--- src/flash_dump_pkg.sv ---
// package: flash address union, read command, line characters, line length
package flash_dump_pkg;

	// ---------------------------------------------------------------------------
	// widths
	// ---------------------------------------------------------------------------
	localparam int ADDR_BITS = 24;
	localparam int WORD_BITS = 8;

	// flash address: counted as one word, printed as three bytes
	typedef union packed {
		logic [ADDR_BITS-1:0] word;
		struct packed {
			logic [WORD_BITS-1:0] hi;
			logic [WORD_BITS-1:0] mid;
			logic [WORD_BITS-1:0] lo;
		} bytes;
	} flash_addr_u;

	// ---------------------------------------------------------------------------
	// flash command
	// ---------------------------------------------------------------------------
	localparam logic [WORD_BITS-1:0] CMD_READ = 8'h03;   // plain read, no dummy byte

	// ---------------------------------------------------------------------------
	// line format
	// ---------------------------------------------------------------------------
	localparam logic [WORD_BITS-1:0] CHR_SEP   = 8'h5f;  // '_'
	localparam logic [WORD_BITS-1:0] CHR_SPACE = 8'h20;  // ' '
	localparam logic [WORD_BITS-1:0] CHR_CR    = 8'h0d;
	localparam logic [WORD_BITS-1:0] CHR_LF    = 8'h0a;
	localparam logic [WORD_BITS-1:0] CHR_ZERO  = 8'h30;  // '0'
	localparam logic [WORD_BITS-1:0] CHR_ONE   = 8'h31;  // '1'

	// 3*8 address bits + 2 separators + space + raw byte + space + 8 bits + cr + lf
	localparam int LINE_CHARS = 39;

endpackage

--- src/serial_async_tx.sv ---
// module serial_async_tx: 8N1 UART transmitter with req/ack handshake
`timescale 1ns/1ps

module serial_async_tx import flash_dump_pkg::*; #(
	parameter int CLKS_PER_BIT = 234
) (
	input  logic                 clk27,
	input  logic                 rst,
	input  logic                 tx_req,
	input  logic [WORD_BITS-1:0] tx_char,
	output logic                 tx_ack,
	output logic                 serial_tx,
	output logic                 busy
);

	localparam int CNT_W   = $clog2(CLKS_PER_BIT + 1);
	localparam int FRAME_W = WORD_BITS + 2;   // start + data + stop

	logic [FRAME_W-1:0]         frame;      // lsb is on the line
	logic [CNT_W-1:0]           baud_cnt;
	logic [$clog2(FRAME_W)-1:0] bit_cnt;
	logic                       baud_tick;

	assign baud_tick = (baud_cnt == CNT_W'(CLKS_PER_BIT - 1));
	assign serial_tx = frame[0];

	always_ff @(posedge clk27, posedge rst) begin
		if (rst) begin
			frame    <= '1;   // idle line is high
			baud_cnt <= '0;
			bit_cnt  <= '0;
			busy     <= 1'b0;
			tx_ack   <= 1'b0;
		end else if (busy) begin
			if (baud_tick) begin
				baud_cnt <= '0;
				frame    <= {1'b1, frame[FRAME_W-1:1]};   // refill with stop level
				bit_cnt  <= bit_cnt + 1'b1;
				if (bit_cnt == ($clog2(FRAME_W))'(FRAME_W - 1)) begin
					// stop bit done
					busy   <= 1'b0;
					tx_ack <= 1'b1;
				end
			end else begin
				baud_cnt <= baud_cnt + 1'b1;
			end
		end else if (tx_ack) begin
			if (!tx_req)
				tx_ack <= 1'b0;   // close the handshake
		end else if (tx_req) begin
			frame    <= {1'b1, tx_char, 1'b0};
			baud_cnt <= '0;
			bit_cnt  <= '0;
			busy     <= 1'b1;
		end
	end

	// ---------------------------------------------------------------------------
	// checks
	// ---------------------------------------------------------------------------

	// requester must keep req up for the whole frame
	ack_needs_req: assert property (@(posedge clk27) disable iff (rst)
		$rose(tx_ack) |-> tx_req && $past(tx_req))
		else $error("tx_ack rose without a pending tx_req");

endmodule

--- src/flash_serial.sv ---
// module flash_serial: SPI mode-0 flash reader, read command + address + one byte
`timescale 1ns/1ps

module flash_serial import flash_dump_pkg::*; #(
	parameter int SCK_HALF = 2
) (
	input  logic                 clk27,
	input  logic                 rst,
	input  logic                 rd_req,
	input  flash_addr_u          rd_addr,
	output logic                 rd_ack,
	output logic [WORD_BITS-1:0] rd_data,
	output logic                 busy,
	output logic                 flash_clk,
	output logic                 flash_sel,
	output logic                 flash_out,
	input  logic                 flash_in
);

	localparam int OUT_BITS = WORD_BITS + ADDR_BITS;   // command and address
	localparam int ALL_BITS = OUT_BITS + WORD_BITS;    // plus the data byte
	localparam int HALF_W   = $clog2(SCK_HALF + 1);
	localparam int BIT_W    = $clog2(ALL_BITS + 1);

	localparam logic [2:0] S_IDLE  = 3'd0;
	localparam logic [2:0] S_SETUP = 3'd1;
	localparam logic [2:0] S_XFER  = 3'd2;
	localparam logic [2:0] S_HOLD  = 3'd3;
	localparam logic [2:0] S_ACK   = 3'd4;

	logic [2:0]           state;
	logic [HALF_W-1:0]    half_cnt;
	logic [BIT_W-1:0]     bit_cnt;    // falling sck edges so far
	logic [OUT_BITS-1:0]  out_sr;
	logic [WORD_BITS-1:0] in_sr;
	logic                 half_done;

	assign half_done = (half_cnt == HALF_W'(SCK_HALF - 1));
	assign flash_out = out_sr[OUT_BITS-1];   // msb first
	assign rd_data   = in_sr;
	assign busy      = (state != S_IDLE);

	// ---------------------------------------------------------------------------
	// transaction control
	// ---------------------------------------------------------------------------
	always_ff @(posedge clk27, posedge rst) begin
		if (rst) begin
			state     <= S_IDLE;
			half_cnt  <= '0;
			bit_cnt   <= '0;
			out_sr    <= '0;
			flash_clk <= 1'b0;
			flash_sel <= 1'b1;
			rd_ack    <= 1'b0;
		end else begin
			case (state)
				S_IDLE: if (rd_req && !rd_ack) begin
					out_sr    <= {CMD_READ, rd_addr.word};
					flash_sel <= 1'b0;   // first bit already on the pin
					state     <= S_SETUP;
				end
				S_SETUP: begin
					half_cnt <= '0;
					bit_cnt  <= '0;
					state    <= S_XFER;
				end
				S_XFER: begin
					if (half_done) begin
						half_cnt  <= '0;
						flash_clk <= ~flash_clk;
						if (flash_clk) begin
							// falling edge: next bit out
							out_sr  <= {out_sr[OUT_BITS-2:0], 1'b0};
							bit_cnt <= bit_cnt + 1'b1;
							if (bit_cnt == BIT_W'(ALL_BITS - 1))
								state <= S_HOLD;
						end
					end else begin
						half_cnt <= half_cnt + 1'b1;
					end
				end
				S_HOLD: begin
					flash_sel <= 1'b1;
					rd_ack    <= 1'b1;
					state     <= S_ACK;
				end
				S_ACK: if (!rd_req) begin
					rd_ack <= 1'b0;
					state  <= S_IDLE;
				end
				default: state <= S_IDLE;
			endcase
		end
	end

	// sample on the rising edge once the address is out
	always_ff @(posedge clk27) begin
		if (state == S_XFER && half_done && !flash_clk && bit_cnt >= BIT_W'(OUT_BITS))
			in_sr <= {in_sr[WORD_BITS-2:0], flash_in};
	end

	// sck parked low whenever the flash is deselected
	sck_idle_low: assert property (@(posedge clk27) disable iff (rst)
		flash_sel |-> !flash_clk)
		else $error("flash_clk high while flash_sel is high");

endmodule

--- src/key_toggle.sv ---
// module key_toggle: key synchroniser, debouncer and pause toggle
`timescale 1ns/1ps

module key_toggle #(
	parameter int STABLE_CYCLES = 270_000
) (
	input  logic clk27,
	input  logic rst,
	input  logic key,      // active low
	output logic paused
);

	localparam int CNT_W = $clog2(STABLE_CYCLES + 1);

	logic             key_s1;
	logic             key_s2;
	logic             key_lvl;   // debounced level, still active low
	logic [CNT_W-1:0] stable_cnt;

	always_ff @(posedge clk27, posedge rst) begin
		if (rst) begin
			key_s1     <= 1'b1;   // released
			key_s2     <= 1'b1;
			key_lvl    <= 1'b1;
			stable_cnt <= '0;
			paused     <= 1'b0;
		end else begin
			key_s1 <= key;
			key_s2 <= key_s1;

			if (key_s2 == key_lvl) begin
				stable_cnt <= '0;   // bounce or no change
			end else if (stable_cnt == CNT_W'(STABLE_CYCLES - 1)) begin
				stable_cnt <= '0;
				key_lvl    <= key_s2;
				if (!key_s2)
					paused <= ~paused;   // one flip per press
			end else begin
				stable_cnt <= stable_cnt + 1'b1;
			end
		end
	end

endmodule

--- src/dump_sequencer.sv ---
// module dump_sequencer: read pacing, line formatting and address advance
`timescale 1ns/1ps

module dump_sequencer import flash_dump_pkg::*; #(
	parameter int WAIT_CYCLES = 5_400_000
) (
	input  logic                 clk27,
	input  logic                 rst,
	input  logic                 paused,
	output logic                 rd_req,
	output flash_addr_u          rd_addr,
	input  logic                 rd_ack,
	input  logic [WORD_BITS-1:0] rd_data,
	output logic                 tx_req,
	output logic [WORD_BITS-1:0] tx_char,
	input  logic                 tx_ack
);

	localparam int WAIT_W = $clog2(WAIT_CYCLES + 1);
	localparam int BIT_W  = $clog2(WORD_BITS);
	localparam int REQ_W  = $clog2(LINE_CHARS + 1);

	localparam logic [3:0] S_WAIT    = 4'd0;
	localparam logic [3:0] S_READ    = 4'd1;
	localparam logic [3:0] S_ADDR    = 4'd2;    // first char state
	localparam logic [3:0] S_SEP     = 4'd3;
	localparam logic [3:0] S_SPACE_A = 4'd4;
	localparam logic [3:0] S_DATA    = 4'd5;
	localparam logic [3:0] S_SPACE_D = 4'd6;
	localparam logic [3:0] S_BITS    = 4'd7;
	localparam logic [3:0] S_CR      = 4'd8;
	localparam logic [3:0] S_LF      = 4'd9;    // last char state
	localparam logic [3:0] S_NEXT    = 4'd10;

	logic [3:0]           state;
	logic [WAIT_W-1:0]    wait_cnt;
	logic [BIT_W-1:0]     bit_cnt;     // wraps after the last bit of a group
	logic [1:0]           grp;         // address byte: hi, mid, lo
	logic [WORD_BITS-1:0] data_q;
	logic [WORD_BITS-1:0] addr_byte;
	logic [BIT_W-1:0]     msb_idx;
	logic                 char_state;
	logic                 tx_done;
	logic                 tx_req_q;
	logic [REQ_W-1:0]     req_cnt;

	assign char_state = (state >= S_ADDR) && (state <= S_LF);
	assign tx_done    = tx_req && tx_ack;
	assign msb_idx    = BIT_W'(WORD_BITS - 1) - bit_cnt;

	// ---------------------------------------------------------------------------
	// character select
	// ---------------------------------------------------------------------------
	always_comb begin
		case (grp)
			2'd0:    addr_byte = rd_addr.bytes.hi;
			2'd1:    addr_byte = rd_addr.bytes.mid;
			default: addr_byte = rd_addr.bytes.lo;
		endcase
		case (state)
			S_ADDR:              tx_char = addr_byte[msb_idx] ? CHR_ONE : CHR_ZERO;
			S_SEP:               tx_char = CHR_SEP;
			S_DATA:              tx_char = data_q;   // raw byte
			S_BITS:              tx_char = data_q[msb_idx] ? CHR_ONE : CHR_ZERO;
			S_CR:                tx_char = CHR_CR;
			S_LF:                tx_char = CHR_LF;
			default:             tx_char = CHR_SPACE;
		endcase
	end

	// ---------------------------------------------------------------------------
	// sequencing
	// ---------------------------------------------------------------------------
	always_ff @(posedge clk27, posedge rst) begin
		if (rst) begin
			state    <= S_WAIT;   // settling time after reset
			wait_cnt <= '0;
			bit_cnt  <= '0;
			grp      <= '0;
			rd_req   <= 1'b0;
			rd_addr  <= '0;
			tx_req   <= 1'b0;
		end else begin
			// one char per req/ack cycle, wait for the uart to drop ack
			if (char_state) begin
				if (!tx_req && !tx_ack)
					tx_req <= 1'b1;
				else if (tx_done)
					tx_req <= 1'b0;
			end

			case (state)
				S_WAIT: begin
					if (paused) begin
						wait_cnt <= '0;
					end else if (wait_cnt == WAIT_W'(WAIT_CYCLES - 1)) begin
						wait_cnt <= '0;
						state    <= S_READ;
					end else begin
						wait_cnt <= wait_cnt + 1'b1;
					end
				end
				S_READ: begin
					if (!rd_req && !rd_ack) begin
						rd_req <= 1'b1;
					end else if (rd_req && rd_ack) begin
						rd_req  <= 1'b0;
						bit_cnt <= '0;
						grp     <= '0;
						state   <= S_ADDR;
					end
				end
				S_ADDR: if (tx_done) begin
					bit_cnt <= bit_cnt + 1'b1;
					if (bit_cnt == BIT_W'(WORD_BITS - 1))
						state <= (grp == 2'd2) ? S_SPACE_A : S_SEP;
				end
				S_SEP: if (tx_done) begin
					grp   <= grp + 1'b1;
					state <= S_ADDR;
				end
				S_SPACE_A: if (tx_done) state <= S_DATA;
				S_DATA:    if (tx_done) state <= S_SPACE_D;
				S_SPACE_D: if (tx_done) state <= S_BITS;
				S_BITS: if (tx_done) begin
					bit_cnt <= bit_cnt + 1'b1;
					if (bit_cnt == BIT_W'(WORD_BITS - 1))
						state <= S_CR;
				end
				S_CR: if (tx_done) state <= S_LF;
				S_LF: if (tx_done) state <= S_NEXT;
				S_NEXT: begin
					rd_addr.word <= rd_addr.word + 1'b1;   // wraps at 2^24
					wait_cnt     <= '0;
					state        <= S_WAIT;
				end
				default: state <= S_WAIT;
			endcase
		end
	end

	always_ff @(posedge clk27) begin
		if (state == S_READ && rd_req && rd_ack)
			data_q <= rd_data;
	end

	// requests per line, for the line-length check
	always_ff @(posedge clk27, posedge rst) begin
		if (rst) begin
			tx_req_q <= 1'b0;
			req_cnt  <= '0;
		end else begin
			tx_req_q <= tx_req;
			if (state == S_NEXT)
				req_cnt <= '0;
			else if (tx_req && !tx_req_q)
				req_cnt <= req_cnt + 1'b1;
		end
	end

	rd_req_held: assert property (@(posedge clk27) disable iff (rst)
		rd_req && !rd_ack |=> rd_req && $stable(rd_addr))
		else $error("rd_req or rd_addr changed before rd_ack");

	line_length: assert property (@(posedge clk27) disable iff (rst)
		state == S_NEXT |-> req_cnt == REQ_W'(LINE_CHARS))
		else $error("line did not have LINE_CHARS characters");

endmodule

--- src/flash_dump_top.sv ---
// module flash_dump_top: flash dump engine top level and LED drive
`timescale 1ns/1ps

module flash_dump_top import flash_dump_pkg::*; #(
	parameter int CLKS_PER_BIT  = 234,         // 115200 baud at 27 MHz
	parameter int SCK_HALF      = 2,
	parameter int WAIT_CYCLES   = 5_400_000,   // 200 ms
	parameter int STABLE_CYCLES = 270_000      // 10 ms
) (
	input  logic       clk27,
	input  logic       rst,
	input  logic       flash_in,
	input  logic       key,
	output logic       serial_tx,
	output logic       flash_clk,
	output logic       flash_sel,
	output logic       flash_out,
	output logic [2:0] led
);

	logic                 paused;
	logic                 rd_req;
	logic                 rd_ack;
	logic                 rd_busy;
	flash_addr_u          rd_addr;
	logic [WORD_BITS-1:0] rd_data;
	logic                 tx_req;
	logic                 tx_ack;
	logic                 tx_busy;
	logic [WORD_BITS-1:0] tx_char;

	// ---------------------------------------------------------------------------
	// blocks
	// ---------------------------------------------------------------------------
	key_toggle #(.STABLE_CYCLES(STABLE_CYCLES)) u_key (
		.clk27(clk27), .rst(rst), .key(key), .paused(paused)
	);

	dump_sequencer #(.WAIT_CYCLES(WAIT_CYCLES)) u_seq (
		.clk27(clk27), .rst(rst), .paused(paused),
		.rd_req(rd_req), .rd_addr(rd_addr), .rd_ack(rd_ack), .rd_data(rd_data),
		.tx_req(tx_req), .tx_char(tx_char), .tx_ack(tx_ack)
	);

	flash_serial #(.SCK_HALF(SCK_HALF)) u_flash (
		.clk27(clk27), .rst(rst),
		.rd_req(rd_req), .rd_addr(rd_addr), .rd_ack(rd_ack), .rd_data(rd_data),
		.busy(rd_busy),
		.flash_clk(flash_clk), .flash_sel(flash_sel),
		.flash_out(flash_out), .flash_in(flash_in)
	);

	serial_async_tx #(.CLKS_PER_BIT(CLKS_PER_BIT)) u_uart (
		.clk27(clk27), .rst(rst),
		.tx_req(tx_req), .tx_char(tx_char), .tx_ack(tx_ack),
		.serial_tx(serial_tx), .busy(tx_busy)
	);

	// leds are active low
	assign led[0] = ~paused;
	assign led[1] = ~rd_busy;   // flash read
	assign led[2] = ~tx_busy;   // uart sending

endmodule

--- config.mk ---
export PLATFORM = sky130hd
export DESIGN_NAME = flash_dump_top
export DESIGN_NICKNAME = d
export VERILOG_FILES = /design/src/flash_dump_pkg.sv /design/src/serial_async_tx.sv /design/src/flash_serial.sv /design/src/key_toggle.sv /design/src/dump_sequencer.sv /design/src/flash_dump_top.sv
export SDC_FILE = /design/constraint.sdc
export NUM_CORES = 1
export LEC_CHECK = 0
export BUFFER_PORTS_ARGS = -buffer_cell sky130_fd_sc_hd__buf_2
export CAP_MARGIN = 20
export CORE_ASPECT_RATIO = 0.8
export CORE_UTILIZATION = 40
export CTS_CLUSTER_DIAMETER = 30
export DETAILED_ROUTE_END_ITERATION = 12
export GPL_ROUTABILITY_DRIVEN = 0
export GPL_TIMING_DRIVEN = 0
export PLACE_DENSITY = 0.61
export SYNTH_ARGS = -nofsm -noshare
export SYNTH_HDL_FRONTEND = slang
export SYNTH_SLANG_ARGS = --single-unit
export TNS_END_PERCENT = 30
--- constraint.sdc ---
create_clock -name clk27 -period 7.5 [get_ports clk27]
set_input_delay 1.125 -clock clk27 [delete_from_list [all_inputs] [get_ports clk27]]
set_output_delay 1.125 -clock clk27 [all_outputs]
set_load 0.02 [all_outputs]
Yosys cells after proc, flatten, opt, wreduce, memory -nomap -nowiden --
Cells that the tools add are included.
Storage, ports and cells: logic and storage cells 221, flip-flop bits (word level) 167, input bits 4, output and inout port bits 7
Operators by class: muxes and demuxes 81, bitwise operators 6, $add $sub $neg 10, magnitude comparators 4, equality and inequality tests 47, reductions and logical operators 47
Operator list (count):
- $mux 32 | 3
- $mux 4 | 18
- $pmux 32 s2 | 1
- $pmux 8 s6 | 1
- $mux 23 | 2
- $pmux 23 s2 | 1
- $mux 10 | 4
- $pmux 4 s10 | 1
- $mux 19 | 2
- $ne 2x1->1 const B | 17
- $mux 8 | 4
- $mux 3 | 9
- $add 24x1->24 const B | 1
- $add 23x1->23 const B | 1
- $eq 23x23->1 const B | 1
- $reduce_bool 2->1 | 10
- $add 19x1->19 const B | 1
- $eq 19x19->1 const B | 1
- $mux 1 | 19
- $eq 4x3->1 const B | 4
- $eq 4x4->1 const B | 4
- $pmux 8 s2 | 1
- $reduce_and 2->1 | 8
- $pmux 3 s5 | 1
- 40 further kinds | 80

Depth between registers and ports, before layout --
depth in word-level cells 9, mapped depth 8, gate-level depth less buffers 7

Hierarchy --
Synthesis repeated with hierarchy kept, for this count alone.
Unflattened totals: cell total of the unflattened synthesis 862, area total of the unflattened synthesis 8780.9 µm²
By module, submodules not included:
- dump_sequencer | times used 1, cells an instance 409, seq. area each 1691.6 µm², area an instance 3962.6 µm²
- flash_serial | times used 1, cells an instance 226, seq. area each 1392.6 µm², area an instance 2459.9 µm²
- serial_async_tx | times used 1, cells an instance 116, seq. area each 586.8 µm², area an instance 1198.6 µm²
- key_toggle | times used 1, cells an instance 108, seq. area each 579.3 µm², area an instance 1148.6 µm²
- flash_dump_top | times used 1, cells an instance 3, seq. area each 0.0 µm², area an instance 11.3 µm²

Least setup slack after synthesis --
No wires, ideal clock.
kind reg2reg, start register u_flash.state[0], end register u_flash.in_sr[0], in the netlist u_flash.rd_data[0] (enable), buffers on the path 2, period minus slack after synthesis 2.337 ns, slack 5.163 ns, data arrival time 1.951 ns, stages on the path, launching flop included 6, path through dfrtp_1 > buf_2 > nor3b_2 > clkbuf_1 > nand3b_1 > nor3b_1
On the way: longest elaborated chain between the ends 4
RTL lines:
- start, declared | line flash_serial.sv:31 | logic [2:0] state;
- start signal, assigned | line flash_serial.sv:48 | state <= S_IDLE;
- start signal, assigned | line flash_serial.sv:60 | state <= S_SETUP;
- start signal, assigned | line flash_serial.sv:65 | state <= S_XFER;
- $eq 3x2->1 | line flash_serial.sv:98 | if (state == S_XFER && half_done && !flash_clk && bit_cnt >= BIT_W'(OUT_BITS))
- $logic_and 1x1->1 (3 in a row) | line flash_serial.sv:98
- end signal, assigned | line flash_serial.sv:99 | in_sr <= {in_sr[WORD_BITS-2:0], flash_in};
- end, declared | line flash_serial.sv:35 | logic [WORD_BITS-1:0] in_sr;
No other way between the ends. A chain may end at the register's enable or synchronous reset.

Worst setup path in the final report --
start register u_uart.busy, end output led[2]
On the way: longest elaborated chain between the ends 1
RTL lines:
- start, declared | line serial_async_tx.sv:13 | output logic busy
- start signal, assigned | line serial_async_tx.sv:32 | busy <= 1'b0;
- start signal, assigned | line serial_async_tx.sv:41 | busy <= 1'b0;
- start signal, assigned | line serial_async_tx.sv:54 | busy <= 1'b1;
- $not 1->1 | line flash_dump_top.sv:62 | assign led[2] = ~tx_busy;
- end, declared | line flash_dump_top.sv:18 | output logic [2:0] led
No other way between the ends.

==> out/qor.yml <==
finalCriticalPeriod_ps: 2820
cts.sinks: 166
power_leakage_nw: 3.90
required_ps: 6380
fin_skew_ps: 12.8
area_delta_synth_final_pct: 11.8
die_h_um: 132
postCtsSetupBuffers: 0
yosys_most_used_dff: "dfrtp_1"
postCtsResizedCells: 0
synthCells: 836
grt_overflow_total: 0
ys_ff_latch: 166
worstSetupPathType: "register to output port"
setup_viol: 0
synth_most_common_cell: "dfrtp_1"
netlist_top_cells_count: "137 x dfrtp_1, 91 x nand2_1, 75 x nor2_1"
drv_cap: 0
seq_area_um2: 4250
coreArea_um2: 20700
yosys.area.top_type: "dfrtp_1"
maxSlewViolCount: 0
die_area_um2: 21700
fillers: 1973
multiInputGateArea_um2: 3870
ys_warn_count: 0
clk_pin_slew_ps: 70
ios: 11
dp_cells: 1117
cp-start-kind: "register"
tightestPinTransition_ps: 852
seqPwrFrac_pct: 51.0
netlist_area_um2: 8450
r2r-start: "u_flash.state[0]"
async_flop_share_pct: 90.4
tns_ps: 0
fin_nets: 892
vias: 6011
detailed_place_hpwl_um: 11800
layout-drive-gt1-share_pct: 13.4
placement_rows: 47
root_buffer: "clkbuf_16"
combPwrFrac_pct: 1.3
worstPathArrival_ps: 1700
hold_buffers: 0
drc: 0
status: "finished, final reports clean"
hold_viol_final: 0
worst_r2r_endpoint: "u_flash.rd_data[5]"
p_sw_w: 0.000433
h-tree-depth: 4
grt_pass1_vias: 5616
final_util_pct: 45.6
swShare_pct: 24.3
p_int_w: 0.00135
rr_worst_depth: 6
grt_max_degree: 96
r2r_slack_ps: 4820
die_w_um: 164
synth-seq-area-share_pct: 50.3
viasPerCell: 5.23
hp-class: "register to register"
ir_drop_mv: 0.126
cts_buffer_depth: 2
start_util_pct: 40.8
numCtsBuffers: 17
wl_per_cell_um: 14.8
drtPass1Iterations: 5
crit_path_max_fanout: 10
p_clk_share_pct: 47.8
clkLatencyLatePin_ps: 440
port_buffers: 10
syn-num-nets: 861
power_density_nw_per_um2: 189
end_kind: "output port"
synth_top_area_share_pct: 40.6
period_share_pct: 37.6
instances_no_fill: 1149
met1_usage_pct: 26.0
synth_cell_types: 76
n_antenna_cell: 0
tritoncts: "yes"
cp-endpoint: "led[2]"
synth_edf_count: 16
grt_busiest_layer: "met1"
grt_pass1_wl_um: 28900
antenna_left: 0
wl_um: 17000
track_usage_pct: 16.8
max-slew-margin-rel_pct: 42.7
startpoint: "u_uart.busy"
met3_usage_pct: 3.55
antenna_found_initial: 0
rsz0062_at_grt: "no"
met2_usage_pct: 22.9
dr.first_iter.drc_count: 402
fmax_mhz: 354
synth_area_leaders: "dfrtp_1 41%, edfxtp_1 5.7%, xnor2_1 5.5%"
avgSynthCellArea_um2: 10.1
## power groups by stage
stage | Clock, W | Sequential, W | Combinational [W]
5_1_grt | 0.000913 | 0.000909 | 0.0000271
3_3_place_gp | 0 | 0.000927 | 0.0000223
2_1_floorplan | 0 | 0.000926 | 0.0000155
4_1_cts | 0.000872 | 0.000909 | 0.0000244
6_report | 0.000852 | 0.000909 | 0.0000225
3_5_place_dp | 0 | 0.000927 | 0.0000244
## cell type report
| class | count | share of cell area (%) |
|---|---|---|
| clock inverters | 15 | 1.52 |
| clock buffers | 17 | 4.50 |
| multi-input cells | 597 | 40.9 |
| plain buffers | 37 | 2.12 |
| well taps | 269 | 3.56 |
| repair buffers | 12 | 0.874 |
| inverters | 36 | 1.48 |
| flip-flops and latches | 166 | 45.0 |
## critical path: stages, from the launching register on
cell	delay [ps]
dfrtp_1	360
clkbuf_1	200
inv_1	110
clkbuf_1	350
buf_2	240
## cells by family after synthesis
logic type / synth area share (%)
AO/OA/AOI/OAI: 11.6
multiplexers: 3.69
flip-flops: 50.3
AND/OR/NAND/NOR: 19.8
XOR/XNOR: 7.57
buffers and inverters: 3.97
adder cells (fa/ha/maj): 3.11
## cells in the final DEF, fill, tap and decap left out, types with 6 or more instances in the layout
master and n:
inv_6 6, or2_2 6, edfxtp_1 16, nor2b_1 7
and4_1 9, xnor2_1 53, nand2_1 91, xor2_1 20
a21oi_2 11, nor4_1 7, a22o_1 6, nor3_1 18
clkbuf_1 16, clkbuf_16 17, inv_1 35, dfstp_2 13
mux2i_1 21, dfrtp_1 137, nor2_1 75, nand3_1 41
ha_1 21, nand4_1 20, buf_2 24, o21ai_0 48
a221oi_1 8, nand2b_1 6, and3_1 10, a21oi_1 39
## sequential cells by signal, summed over array words and instances, names as in the netlist, 8 cells and up
signal            cells
u_seq.wait_cnt       23
u_seq.data_q          8
u_flash.out_sr       32
u_uart.baud_cnt       8
u_seq.rd_addr        24
u_key.stable_cnt     19
u_uart.frame          9
u_flash.rd_data       8
## worst min path at each step
stage / end / start / cells after the start / slack (ps)
after floorplan: u_key.key_s2 / u_key.key_s1 / 0 / 350
final: u_key.key_s2 / u_key.key_s1 / 0 / 360
after detailed placement: u_key.key_s2 / u_key.key_s1 / 0 / 350
after CTS: u_key.key_s2 / u_key.key_s1 / 0 / 360
after global routing: u_key.key_s2 / u_key.key_s1 / 0 / 370
after global placement: u_key.key_s2 / u_key.key_s1 / 0 / 350
## layer usage
| layer | wire length [um] | vias to the layer above | share of wire, % |
|---|---|---|---|
| li1 | - | 3008 | - |
| met1 | 9120 | 2907 | 54 |
| met2 | 7130 | 84 | 42 |
| met3 | 520 | 12 | 3.1 |
| met4 | 193 | 0 | 1.1 |
| met5 | 0 | - | 0 |
## per-stage QoR
| stage | hold slack, ps | setup WS, ps | power, W | cell area [um2] |
|---|---|---|---|---|
| 2_1_floorplan | 345 | 2360 | 0.000942 | 8450 |
| 3_3_place_gp | 347 | 462 | 0.000949 | 8830 |
| 3_5_place_dp | 348 | 4810 | 0.000951 | 8880 |
| 4_1_cts | 360 | 4650 | 0.00181 | 9450 |
| 5_1_grt | 367 | 4550 | 0.00185 | 9450 |
| 6_report | 356 | 4680 | 0.00178 | 9450 |
Note: power is estimated with default switching activity, not from simulation.
